<file path="src/decode_cfg.svh">
/*
 * Build-time configuration of the decode stage.
 * Included by the package and by every module that needs a width,
 * the reset vector or the M-extension switch.
 */

`ifndef DECODE_CFG_SVH
`define DECODE_CFG_SVH

// data and address width of the core
`define XLEN 32

// register file has 32 entries
`define REGADDR_W 5

// PC value out of reset, must be word-aligned
`define RESET_VECTOR 32'h0000_0040

// set to 0 to treat MUL/DIV/REM encodings as illegal
`define HAS_EXT_M 1

`endif

</file>
<file path="src/decode_pkg.sv">
/*
 * Types shared by the decode stage and its testbench.
 * Holds the width typedefs, the control encodings seen by execute
 * and the packed bundles that travel between fetch, decode and execute.
 */

`include "decode_cfg.svh"

package decode_pkg;

	typedef logic [`XLEN-1:0]      word_t;
	typedef logic [`XLEN-1:0]      addr_t;
	typedef logic [`REGADDR_W-1:0] regaddr_t;

	// number of valid halfwords in the instruction register
	typedef logic [1:0]            hw_cnt_t;

	// ------------------------------
	// encodings for execute
	// ------------------------------

	typedef enum logic [4:0] {
		ALUOP_ADD    = 5'h00,
		ALUOP_SUB    = 5'h01,
		ALUOP_LT     = 5'h02,
		ALUOP_LTU    = 5'h03,
		ALUOP_AND    = 5'h04,
		ALUOP_OR     = 5'h05,
		ALUOP_XOR    = 5'h06,
		ALUOP_SLL    = 5'h07,
		ALUOP_SRL    = 5'h08,
		ALUOP_SRA    = 5'h09,
		ALUOP_RS2    = 5'h0a,
		ALUOP_MULDIV = 5'h0b
	} aluop_e;

	typedef enum logic [3:0] {
		MEMOP_NONE = 4'h0,
		MEMOP_LB   = 4'h1,
		MEMOP_LH   = 4'h2,
		MEMOP_LW   = 4'h3,
		MEMOP_LBU  = 4'h4,
		MEMOP_LHU  = 4'h5,
		MEMOP_SB   = 4'h6,
		MEMOP_SH   = 4'h7,
		MEMOP_SW   = 4'h8
	} memop_e;

	// ordered to match funct3 of the M extension
	typedef enum logic [2:0] {
		M_OP_MUL    = 3'h0,
		M_OP_MULH   = 3'h1,
		M_OP_MULHSU = 3'h2,
		M_OP_MULHU  = 3'h3,
		M_OP_DIV    = 3'h4,
		M_OP_DIVU   = 3'h5,
		M_OP_REM    = 3'h6,
		M_OP_REMU   = 3'h7
	} mulop_e;

	// branch taken when the ALU result matches the condition
	typedef enum logic [1:0] {
		BCOND_NEVER  = 2'h0,
		BCOND_ALWAYS = 2'h1,
		BCOND_ZERO   = 2'h2,
		BCOND_NZERO  = 2'h3
	} bcond_e;

	typedef enum logic [2:0] {
		EXCEPT_NONE          = 3'h0,
		EXCEPT_ECALL         = 3'h1,
		EXCEPT_EBREAK        = 3'h2,
		EXCEPT_INSTR_ILLEGAL = 3'h3,
		EXCEPT_INSTR_FAULT   = 3'h4
	} except_e;

	typedef enum logic {ALUSRCA_RS1 = 1'b0, ALUSRCA_PC  = 1'b1} alusrc_a_e;
	typedef enum logic {ALUSRCB_RS2 = 1'b0, ALUSRCB_IMM = 1'b1} alusrc_b_e;

	// ------------------------------
	// bundles
	// ------------------------------

	typedef struct packed {
		word_t imm_i;
		word_t imm_s;
		word_t imm_b;
		word_t imm_u;
		word_t imm_j;
	} imm_set_t;

	// err has one bit per halfword of instr
	typedef struct packed {
		word_t      instr;
		hw_cnt_t    vld;
		logic [1:0] err;
	} fetch_t;

	typedef struct packed {
		logic  now;
		addr_t target;
	} jump_t;

	typedef struct packed {
		regaddr_t  rs1;
		regaddr_t  rs2;
		regaddr_t  rd;
		word_t     imm;
		alusrc_a_e alusrc_a;
		alusrc_b_e alusrc_b;
		aluop_e    aluop;
		memop_e    memop;
		mulop_e    mulop;
		bcond_e    branchcond;
		addr_t     addr_offs;
		logic      addr_is_regoffs;
		except_e   except;
	} dec_ctrl_t;

endpackage

</file>
<file path="src/imm_gen.sv">
/*
 * Immediate extraction for 32-bit RISC-V instructions.
 * Produces all five formats in parallel; the decoder picks the one
 * that belongs to the opcode. Purely combinational.
 */

module imm_gen
	import decode_pkg::*;
(
	input  word_t    instr_i,
	output imm_set_t imms_o
);

	logic sgn;

	// bit 31 is the sign for every format
	assign sgn = instr_i[31];

	// loads, JALR and the register-immediate ALU forms
	assign imms_o.imm_i = {{21{sgn}}, instr_i[30:20]};

	// stores split the offset around rd
	assign imms_o.imm_s = {{21{sgn}}, instr_i[30:25], instr_i[11:7]};

	// branch offsets are halfword multiples so bit 0 is always clear
	assign imms_o.imm_b = {
		{20{sgn}}, instr_i[7], instr_i[30:25], instr_i[11:8], 1'b0
	};

	// upper immediate for LUI and AUIPC
	assign imms_o.imm_u = {instr_i[31:12], 12'h000};

	// JAL has the widest range, again with a zero LSB
	assign imms_o.imm_j = {
		{12{sgn}}, instr_i[19:12], instr_i[20], instr_i[30:21], 1'b0
	};

endmodule

</file>
<file path="src/instr_decode.sv">
/*
 * Instruction decoder for RV32I with optional M extension.
 * First maps the instruction onto raw execute controls, then forces a
 * harmless bundle when the instruction register is starved, the fetch
 * faulted or the encoding is illegal. Purely combinational.
 */

`include "decode_cfg.svh"

module instr_decode
	import decode_pkg::*;
(
	input  word_t     instr_i,
	input  imm_set_t  imms_i,
	input  logic      starved_i,
	input  logic      bus_fault_i,
	output dec_ctrl_t ctrl_o
);

	localparam logic [6:0] OPC_LUI    = 7'b0110111;
	localparam logic [6:0] OPC_AUIPC  = 7'b0010111;
	localparam logic [6:0] OPC_JAL    = 7'b1101111;
	localparam logic [6:0] OPC_JALR   = 7'b1100111;
	localparam logic [6:0] OPC_BRANCH = 7'b1100011;
	localparam logic [6:0] OPC_LOAD   = 7'b0000011;
	localparam logic [6:0] OPC_STORE  = 7'b0100011;
	localparam logic [6:0] OPC_OP_IMM = 7'b0010011;
	localparam logic [6:0] OPC_OP     = 7'b0110011;
	localparam logic [6:0] OPC_FENCE  = 7'b0001111;
	localparam logic [6:0] OPC_SYSTEM = 7'b1110011;

	localparam word_t INSTR_ECALL  = 32'h0000_0073;
	localparam word_t INSTR_EBREAK = 32'h0010_0073;

	// link value for JAL and JALR is PC plus one instruction
	localparam word_t LINK_OFFS = 32'h0000_0004;

	logic [6:0] opcode;
	logic [2:0] funct3;
	logic [6:0] funct7;
	dec_ctrl_t  raw;
	logic       illegal;

	assign opcode = instr_i[6:0];
	assign funct3 = instr_i[14:12];
	assign funct7 = instr_i[31:25];

	// ------------------------------
	// raw decode
	// ------------------------------

	always_comb begin
		raw                 = '0;
		raw.rs1             = instr_i[19:15];
		raw.rs2             = instr_i[24:20];
		raw.rd              = instr_i[11:7];
		raw.imm             = imms_i.imm_i;
		raw.alusrc_a        = ALUSRCA_RS1;
		raw.alusrc_b        = ALUSRCB_RS2;
		raw.aluop           = ALUOP_ADD;
		raw.memop           = MEMOP_NONE;
		raw.mulop           = M_OP_MUL;
		raw.branchcond      = BCOND_NEVER;
		raw.addr_offs       = '0;
		raw.addr_is_regoffs = 1'b0;
		raw.except          = EXCEPT_NONE;
		illegal             = 1'b0;

		case (opcode)
		OPC_LUI: begin
			raw.rs1      = '0;
			raw.rs2      = '0;
			raw.imm      = imms_i.imm_u;
			raw.alusrc_b = ALUSRCB_IMM;
			raw.aluop    = ALUOP_RS2;
		end
		OPC_AUIPC: begin
			raw.rs1      = '0;
			raw.rs2      = '0;
			raw.imm      = imms_i.imm_u;
			raw.alusrc_a = ALUSRCA_PC;
			raw.alusrc_b = ALUSRCB_IMM;
		end
		OPC_JAL: begin
			raw.rs1        = '0;
			raw.rs2        = '0;
			raw.imm        = LINK_OFFS;
			raw.alusrc_a   = ALUSRCA_PC;
			raw.alusrc_b   = ALUSRCB_IMM;
			raw.branchcond = BCOND_ALWAYS;
			raw.addr_offs  = imms_i.imm_j;
		end
		OPC_JALR: begin
			illegal             = (funct3 != 3'b000);
			raw.rs2             = '0;
			raw.imm             = LINK_OFFS;
			raw.alusrc_a        = ALUSRCA_PC;
			raw.alusrc_b        = ALUSRCB_IMM;
			raw.branchcond      = BCOND_ALWAYS;
			raw.addr_offs       = imms_i.imm_i;
			raw.addr_is_regoffs = 1'b1;
		end
		OPC_BRANCH: begin
			raw.rd        = '0;
			raw.addr_offs = imms_i.imm_b;
			// BGE and BGEU take the inverted condition of BLT and BLTU
			case (funct3)
			3'b000: begin
				raw.aluop      = ALUOP_SUB;
				raw.branchcond = BCOND_ZERO;
			end
			3'b001: begin
				raw.aluop      = ALUOP_SUB;
				raw.branchcond = BCOND_NZERO;
			end
			3'b100: begin
				raw.aluop      = ALUOP_LT;
				raw.branchcond = BCOND_NZERO;
			end
			3'b101: begin
				raw.aluop      = ALUOP_LT;
				raw.branchcond = BCOND_ZERO;
			end
			3'b110: begin
				raw.aluop      = ALUOP_LTU;
				raw.branchcond = BCOND_NZERO;
			end
			3'b111: begin
				raw.aluop      = ALUOP_LTU;
				raw.branchcond = BCOND_ZERO;
			end
			default: illegal = 1'b1;
			endcase
		end
		OPC_LOAD: begin
			raw.rs2             = '0;
			raw.addr_offs       = imms_i.imm_i;
			raw.addr_is_regoffs = 1'b1;
			case (funct3)
			3'b000:  raw.memop = MEMOP_LB;
			3'b001:  raw.memop = MEMOP_LH;
			3'b010:  raw.memop = MEMOP_LW;
			3'b100:  raw.memop = MEMOP_LBU;
			3'b101:  raw.memop = MEMOP_LHU;
			default: illegal   = 1'b1;
			endcase
		end
		OPC_STORE: begin
			// ALU passes rs2 through as the store data
			raw.rd              = '0;
			raw.aluop           = ALUOP_RS2;
			raw.addr_offs       = imms_i.imm_s;
			raw.addr_is_regoffs = 1'b1;
			case (funct3)
			3'b000:  raw.memop = MEMOP_SB;
			3'b001:  raw.memop = MEMOP_SH;
			3'b010:  raw.memop = MEMOP_SW;
			default: illegal   = 1'b1;
			endcase
		end
		OPC_OP_IMM: begin
			raw.rs2      = '0;
			raw.alusrc_b = ALUSRCB_IMM;
			case (funct3)
			3'b000: raw.aluop = ALUOP_ADD;
			3'b010: raw.aluop = ALUOP_LT;
			3'b011: raw.aluop = ALUOP_LTU;
			3'b100: raw.aluop = ALUOP_XOR;
			3'b110: raw.aluop = ALUOP_OR;
			3'b111: raw.aluop = ALUOP_AND;
			3'b001: begin
				raw.aluop = ALUOP_SLL;
				illegal   = (funct7 != 7'b0000000);
			end
			default: begin
				// for a right shift funct7 picks logical or arithmetic
				raw.aluop = funct7[5] ? ALUOP_SRA : ALUOP_SRL;
				illegal   = ({funct7[6], funct7[4:0]} != 6'b000000);
			end
			endcase
		end
		OPC_OP: begin
			case (funct7)
			7'b0000000: begin
				case (funct3)
				3'b000:  raw.aluop = ALUOP_ADD;
				3'b001:  raw.aluop = ALUOP_SLL;
				3'b010:  raw.aluop = ALUOP_LT;
				3'b011:  raw.aluop = ALUOP_LTU;
				3'b100:  raw.aluop = ALUOP_XOR;
				3'b101:  raw.aluop = ALUOP_SRL;
				3'b110:  raw.aluop = ALUOP_OR;
				default: raw.aluop = ALUOP_AND;
				endcase
			end
			7'b0100000: begin
				case (funct3)
				3'b000:  raw.aluop = ALUOP_SUB;
				3'b101:  raw.aluop = ALUOP_SRA;
				default: illegal   = 1'b1;
				endcase
			end
			7'b0000001: begin
				if (`HAS_EXT_M != 0) begin
					raw.aluop = ALUOP_MULDIV;
					raw.mulop = mulop_e'(funct3);
				end else begin
					illegal = 1'b1;
				end
			end
			default: illegal = 1'b1;
			endcase
		end
		OPC_FENCE: begin
			// single-issue in-order core, so FENCE retires as ADD x0, x0, x0
			illegal = (funct3 != 3'b000);
			raw.rs1 = '0;
			raw.rs2 = '0;
			raw.rd  = '0;
		end
		OPC_SYSTEM: begin
			raw.rs1 = '0;
			raw.rs2 = '0;
			raw.rd  = '0;
			if (instr_i == INSTR_ECALL) begin
				raw.except = EXCEPT_ECALL;
			end else if (instr_i == INSTR_EBREAK) begin
				raw.except = EXCEPT_EBREAK;
			end else begin
				illegal = 1'b1;
			end
		end
		default: illegal = 1'b1;
		endcase
	end

	// ------------------------------
	// gating
	// ------------------------------

	// a killed instruction must not touch registers, memory or the PC
	always_comb begin
		ctrl_o = raw;
		if (starved_i || bus_fault_i || illegal) begin
			ctrl_o.rs1        = '0;
			ctrl_o.rs2        = '0;
			ctrl_o.rd         = '0;
			ctrl_o.memop      = MEMOP_NONE;
			ctrl_o.branchcond = BCOND_NEVER;
			if (bus_fault_i) begin
				ctrl_o.except = EXCEPT_INSTR_FAULT;
			end else if (!starved_i) begin
				ctrl_o.except = EXCEPT_INSTR_ILLEGAL;
			end else begin
				ctrl_o.except = EXCEPT_NONE;
			end
		end
	end

endmodule

</file>
<file path="src/pc_ctrl.sv">
/*
 * Program counter and instruction-register control.
 * Flags starvation and fetch bus faults, tells fetch how many halfwords
 * were consumed, and holds the PC of the instruction in decode.
 */

`include "decode_cfg.svh"

module pc_ctrl
	import decode_pkg::*;
(
	input  logic    clk,
	input  logic    rst_n,
	input  fetch_t  fetch_i,
	input  logic    x_stall_i,
	input  jump_t   jump_i,
	output hw_cnt_t cir_use_o,
	output logic    starved_o,
	output logic    bus_fault_o,
	output addr_t   pc_o
);

	addr_t pc_q;
	logic  consume;

	// only whole 32-bit instructions are decoded
	assign starved_o = (fetch_i.vld < 2'd2);

	// an error bit counts only for a halfword that is actually present
	assign bus_fault_o = (fetch_i.err[0] && (fetch_i.vld >= 2'd1)) ||
		(fetch_i.err[1] && (fetch_i.vld >= 2'd2));

	assign consume   = !starved_o && !x_stall_i;
	assign cir_use_o = consume ? 2'd2 : 2'd0;

	// ------------------------------
	// PC register
	// ------------------------------

	// a jump wins over a stall, the target is what decode sees next
	always_ff @(posedge clk or negedge rst_n) begin
		if (!rst_n) begin
			pc_q <= `RESET_VECTOR;
		end else if (jump_i.now) begin
			pc_q <= jump_i.target;
		end else if (consume) begin
			pc_q <= pc_q + addr_t'(4);
		end
	end

	assign pc_o = pc_q;

	// fetch must never be told to drop halfwords it has not delivered
	a_no_use_when_starved: assert property (
		@(posedge clk) disable iff (!rst_n)
		(fetch_i.vld < 2'd2) |-> (cir_use_o == 2'd0)
	) else $error("cir_use_o nonzero with fewer than two valid halfwords");

	// alignment is kept from cycle to cycle unless a misaligned target comes in
	a_pc_aligned: assert property (
		@(posedge clk) disable iff (!rst_n)
		((pc_q[1:0] == 2'b00) && !(jump_i.now && (jump_i.target[1:0] != 2'b00)))
			|=> (pc_q[1:0] == 2'b00)
	) else $error("PC lost word alignment");

endmodule

</file>
<file path="src/decode_stage.sv">
/*
 * Decode stage top level.
 * Sits between fetch and execute: takes the instruction register from
 * fetch, returns the halfword use count, and hands execute a control
 * bundle and the PC of the instruction being decoded.
 */

module decode_stage
	import decode_pkg::*;
(
	input  logic      clk,
	input  logic      rst_n,

	// fetch side
	input  fetch_t    fetch_i,
	output hw_cnt_t   cir_use_o,

	// execute and frontend side
	input  logic      x_stall_i,
	input  jump_t     jump_i,
	output logic      d_starved_o,
	output addr_t     d_pc_o,
	output dec_ctrl_t d_ctrl_o
);

	logic     starved;
	logic     bus_fault;
	imm_set_t imms;

	pc_ctrl u_pc_ctrl (
		.clk         (clk),
		.rst_n       (rst_n),
		.fetch_i     (fetch_i),
		.x_stall_i   (x_stall_i),
		.jump_i      (jump_i),
		.cir_use_o   (cir_use_o),
		.starved_o   (starved),
		.bus_fault_o (bus_fault),
		.pc_o        (d_pc_o)
	);

	imm_gen u_imm_gen (
		.instr_i (fetch_i.instr),
		.imms_o  (imms)
	);

	// the bundle stays valid under stall so execute can finish the instruction
	instr_decode u_instr_decode (
		.instr_i     (fetch_i.instr),
		.imms_i      (imms),
		.starved_i   (starved),
		.bus_fault_i (bus_fault),
		.ctrl_o      (d_ctrl_o)
	);

	assign d_starved_o = starved;

endmodule

</file>
<file path="config.mk">
export PLATFORM = sky130hd
export DESIGN_NAME = decode_stage
export DESIGN_NICKNAME = d
export VERILOG_FILES = /design/src/decode_pkg.sv /design/src/imm_gen.sv /design/src/instr_decode.sv /design/src/pc_ctrl.sv /design/src/decode_stage.sv
export VERILOG_INCLUDE_DIRS = /design/src
export SDC_FILE = /design/constraint.sdc
export NUM_CORES = 1
export LEC_CHECK = 0
export BUFFER_PORTS_ARGS = -buffer_cell sky130_fd_sc_hd__buf_2
export CAP_MARGIN = 10
export CORE_ASPECT_RATIO = 1.25
export CORE_MARGIN = 2
export CORE_UTILIZATION = 35
export DETAILED_ROUTE_END_ITERATION = 16
export GPL_TIMING_DRIVEN = 0
export PLACE_DENSITY_LB_ADDON = 0.05
export SLEW_MARGIN = 30
export SYNTH_ARGS = -nofsm -noshare
export SYNTH_HDL_FRONTEND = slang
export SYNTH_SLANG_ARGS = --single-unit
</file>
<file path="constraint.sdc">
create_clock -name clk -period 4.8 [get_ports clk]
set_clock_uncertainty 0.2 [all_clocks]
set_input_delay 0.96 -clock clk [delete_from_list [all_inputs] [get_ports clk]]
set_output_delay 0.96 -clock clk [all_outputs]
set_load 0.05 [all_outputs]
</file>
==> Word level (Yosys, flattened, before mapping) <==
Index checks and enable logic that the tools add are counted.
{ "word_totals": {"reg_bits": 32, "in_bits": 72, "out_inout_bits": 134, "wordCells": 107} }
{ "op_classes": {"addsub": 1, "n_lt_le_gt_ge": 3, "eq_ne": 22, "n_mux": 43, "n_reduce_logical": 37} }
{ "ops": {"columns": ["cell", "count"], "rows": [
  ["32-bit case mux with 4 select lines", 1],
  ["32-bit two-way mux", 2],
  ["32-bit case mux with 2 select lines", 1],
  ["5-bit case mux with 7 select lines", 1],
  ["32-bit by 3-bit adder with 32-bit output (second input constant)", 1],
  ["32-bit by 21-bit == test with 1-bit output (second input constant)", 1],
  ["32-bit by 7-bit == test with 1-bit output (second input constant)", 1],
  ["7-bit by 6-bit == test with 1-bit output (second input constant)", 4],
  ["7-bit == test (second input constant)", 4],
  ["4-bit case mux with 7 select lines", 1],
  ["5-bit case mux with 4 select lines", 1],
  ["2-bit OR reduction", 10],
  ["3-bit two-way mux", 6],
  ["3-bit OR reduction", 6],
  ["4-bit case mux with 2 select lines", 2],
  ["15-bit two-way mux", 1],
  ["5-bit two-way mux", 3],
  ["3-bit case mux with 5 select lines", 1],
  ["5-bit case mux with 3 select lines", 1],
  ["5-bit OR reduction", 3],
  ["7-bit by 5-bit == test with 1-bit output (second input constant)", 2],
  ["3-bit == test (second input constant)", 4],
  ["4-bit case mux with 3 select lines", 1],
  ["6-bit OR reduction", 2],
  ["other kinds (26)", 46]
]} }

==> Depth between registers and ports, before layout <==
{ "logic_depth": {"ltp_word": 7, "mapped_depth": 9, "ltp_nobuf": 7} }

==> Modules after synthesis <==
Synthesis repeated with hierarchy kept, for this count alone.
{ "unflattened": {"cells_unflattened": 648, "area_unflattened_um2": 5031.1} }
{ "by_module_without_submodules": {"columns": ["module", "n_inst", "cells_per_inst", "area_per_inst_um2", "seq_area_each_um2"], "rows": [
  ["instr_decode", 1, 273, 1964.4, 0.0],
  ["pc_ctrl", 1, 214, 1861.8, 802.0],
  ["imm_gen", 1, 161, 1204.9, 0.0]
]} }

==> Least setup slack after synthesis <==
No wires, ideal clock.
{ "synth_path": {"path_kind": "input to output", "start": "input fetch_i[6] (netlist bit)", "end": "output d_ctrl_o[25] (netlist bit)", "arrival_ns": 3.719, "required_ns": 3.640, "slack_ns": -0.079, "cell_stages": 9, "n_path_buf": 3, "path_cell_list": "buf_2 or2_1 buf_2 or4_4 nand2b_4 nand2_1 nor2_1 nor2b_1 buf_4"} }
{ "synth_lines": {"columns": ["element", "line", "rtl"], "rows": [
  ["start, declared", "decode_stage.sv:15", "input fetch_t fetch_i,"],
  ["end, declared", "decode_stage.sv:23", "output dec_ctrl_t d_ctrl_o"]
]} }

==> impl_metrics.tcl <==
set metrics [dict create \
    yosysWarnings 0 \
    post_drt_wl_per_cell_um 15.3 \
    layout.cells.most_common "sky130_fd_sc_hd__buf_2" \
    timing.critical_path.required_ns 3.64 \
    cts_made_buffers 5 \
    global_route_layer_with_the_greatest_usage "met2" \
    detailroute.via_count 3939 \
    cts.sinks 32 \
    post_drt_via_cell_ratio 5.18 \
    core.rowCount 39 \
    skew_pair_late_insertion_delay_ns 0.28 \
    total_die_area_mm2 0.00991 \
    yosys.area_share.adder_pct 0.392 \
    globalRouteMet2Util_pct 40.9 \
    grt_util_all_layers_pct 23.1 \
    final_min_period_over_clock_period_pct 94.9 \
    overflow 0 \
    grt_setup_unrepaired "no" \
    ctsHtreeMaxLevel 2 \
    synthSimpleGateAreaFrac_pct 33.8 \
    layoutNonFillerInstCount 761 \
    core_region_area_mm2 0.00903 \
    crit_path_top_delay_cell "sky130_fd_sc_hd__nor2b_2" \
    cts.repair.resized 0 \
    critical_path.n_buffers_inverters 5 \
    met3_capacity_usage_during_global_routing_pct 3.57 \
    tns_ns 0 \
    finalSetupViolations 0 \
    die_height_um 111 \
    path_cells "buf_2 -> clkbuf_1 -> nand4b_1 -> or2_2 -> clkbuf_1 -> nand2_1 -> nor2_1 -> nor2b_2 -> buf_4 -> buf_2" \
    met1_usage_pct 26.7 \
    timing.max_slew.rel_slack_pct 43.9 \
    tritoncts "done" \
    run_status "completed" \
    drt_iter0_drc 189 \
    initial_utilization_pct 35.4 \
    flip_flop_count_of_the_largest_register_all_copies_and_words_added 32 \
    clk_transition_reported_paths_ns 0.05 \
    crit_path_end_kind "output port" \
    fraction_of_synthesized_area_in_multiplexers_pct 2.27 \
    fmax_ghz 0.220 \
    detailed_place_hpwl_um 9380 \
    synth_xor_xnor_area_share_pct 8.23 \
    p_leak_nw 2.39 \
    final-max-slew-violation-count 0 \
    synth-seq-area-share_pct 25.1 \
    io_buffers 196 \
    finalWeightedCongestion 0.860 \
    synth_area_in_compound_gates_pct 21.4 \
    placed_cells 754 \
    timing.critical_path.from_type "input pin" \
    antenna_cells_inserted 0 \
    largest_vdd_supply_drop_uv 254 \
    grt_pass1_vias 3797 \
    critPathMaxFanout 12 \
    critical_path_arrival_ns 3.39 \
    postSynth.topFlopCell "sky130_fd_sc_hd__dfrtp_1" \
    cts.hold.buffers_added 0 \
    final_cell_mix "202 x sky130_fd_sc_hd__buf_2, 52 x sky130_fd_sc_hd__nand2_1, 38 x sky130_fd_sc_hd__o21ai_0, 34 x sky130_fd_sc_hd__nor2_1, 31 x sky130_fd_sc_hd__dfrtp_1" \
    mean_post_synth_cell_area_um2 7.36 \
    synth.distinct_cells 55 \
    worst-setup-path-type "in2out" \
    grt_start_max_net_pins 33 \
    gate_count_of_the_mapped_netlist 434 \
    worst_path_dominant_cell_family "simple AND/OR/NAND/NOR gates" \
    cts_buffer_depth 2 \
    synthArstFlopShare_pct 100 \
    route.detailed.drc 0 \
    synth_edf_count 0 \
    hold_path.class "reg2reg" \
    ant_nets 0 \
    clock_tree.root_cell "sky130_fd_sc_hd__clkbuf_16" \
    synth_top_family_by_area "simple AND/OR/NAND/NOR gates" \
    total_power_mw 1.06 \
    design.final.nets 711 \
    power.density_cell_area_mw_per_mm2 236 \
    slew_at_the_pin_with_the_worst_max_slew_slack_ns 0.840 \
    initial_antenna_violation_count 0 \
    wirelength_um 11700 \
    max-cap-violations 0 \
    netlist_area_mm2 0.00319 \
    timing.final.hold_violations 0 \
    count_of_state_elements_after_synthesis 32 \
    dr.pass1.iters 5 \
    i_o_pin_count 206 \
    period_needed_ns 4.55 \
    post_route_cells_drive_above_1_share_pct 37.1 \
    area_growth_pct 40.5 \
    biggest_cell_delay_along_the_critical_path_ns 0.44 \
    post-cts-setup-buffer-count 0 \
    grt_pass1_wl_um 18400 \
    die_w_um 89.4 \
]
## power breakdown
| part | switching, mW | leakage (nW) | internal (mW) | total [mW] |
|---|---|---|---|---|
| Clock | 0.112 | 0.0760 | 0.217 | 0.329 |
| Sequential | 0.0294 | 0.387 | 0.296 | 0.325 |
| Combinational | 0.297 | 1.93 | 0.108 | 0.406 |
| Total | 0.438 | 2.39 | 0.622 | 1.06 |
## cell usage after synthesis, drive strengths merged (13+ instances only)
cell | instances | share of area (%)
a21o | 27 | 6.3
and2 | 15 | 2.9
and3 | 19 | 3.7
buf | 21 | 4.5
clkbuf | 23 | 2.7
dfrtp | 31 | 24
inv | 13 | 1.5
nand2 | 52 | 6.1
nand3 | 17 | 2.7
nor2 | 34 | 4.0
nor2b | 13 | 2.5
o21ai | 38 | 6.0
xnor2 | 15 | 4.1
xor2 | 15 | 4.1
## cell type report
cell class,instances,area [um^2]
plain buffers,44,229
clock buffers,7,153
fillers,965,4540
inverters,13,48.8
multi-input cells,346,2120
flip-flops and latches,32,802
well taps,123,154
repair buffers,196,981
## cell families (layout without fill, tap and decap cells)
| kind of cell | after synthesis | after routing |
|---|---|---|
| simple gates | 204 | 204 |
| compound gates | 102 | 102 |
| buf+inv | 57 | 260 |
| flops | 32 | 32 |
| xor+xnor | 30 | 30 |
| mux | 7 | 7 |
| fa+ha+maj | 1 | 1 |
| other cells | 1 | 2 |
## metal layers
| layer | vias up | share of wire [%] |
|---|---|---|
| li1 | 1915 | - |
| met1 | 1821 | 40 |
| met2 | 176 | 50 |
| met3 | 27 | 6.8 |
| met4 | 0 | 3.0 |
| met5 | - | 0 |
## per-stage QoR
stage	instance area [um^2]	hold slack (ns)	util, %	setup slack [ns]
after floorplan	3200	0.464	-	0.153
final	4490	0.314	49.7	0.247
after global routing	4490	0.327	49.7	0.0137
after CTS	4490	0.317	49.7	0.226
after detailed placement	4340	0.293	48.0	0.226
after global placement	4340	0.289	48.0	0.305
## worst paths after layout
| check | start | to | slack [ns] | cells after the start |
|---|---|---|---|---|
| setup / recovery | fetch_i[9] | d_ctrl_o[34] | 0.25 | 10 |
| hold reg to reg | u_pc_ctrl.pc_o[1] | u_pc_ctrl.pc_o[1] | 0.31 | 1 |
| min in group asynchronous | rst_n | u_pc_ctrl.pc_o[1] | 0.54 | 1 |
| setup reg to reg | u_pc_ctrl.pc_o[6] | u_pc_ctrl.pc_o[31] | 2.36 | 6 |
| max in group asynchronous | rst_n | u_pc_ctrl.pc_o[9] | 3.39 | 1 |
| hold / removal | u_pc_ctrl.pc_o[1] | u_pc_ctrl.pc_o[1] | 0.31 | 1 |
Note: power is estimated with default switching activity, not from simulation.
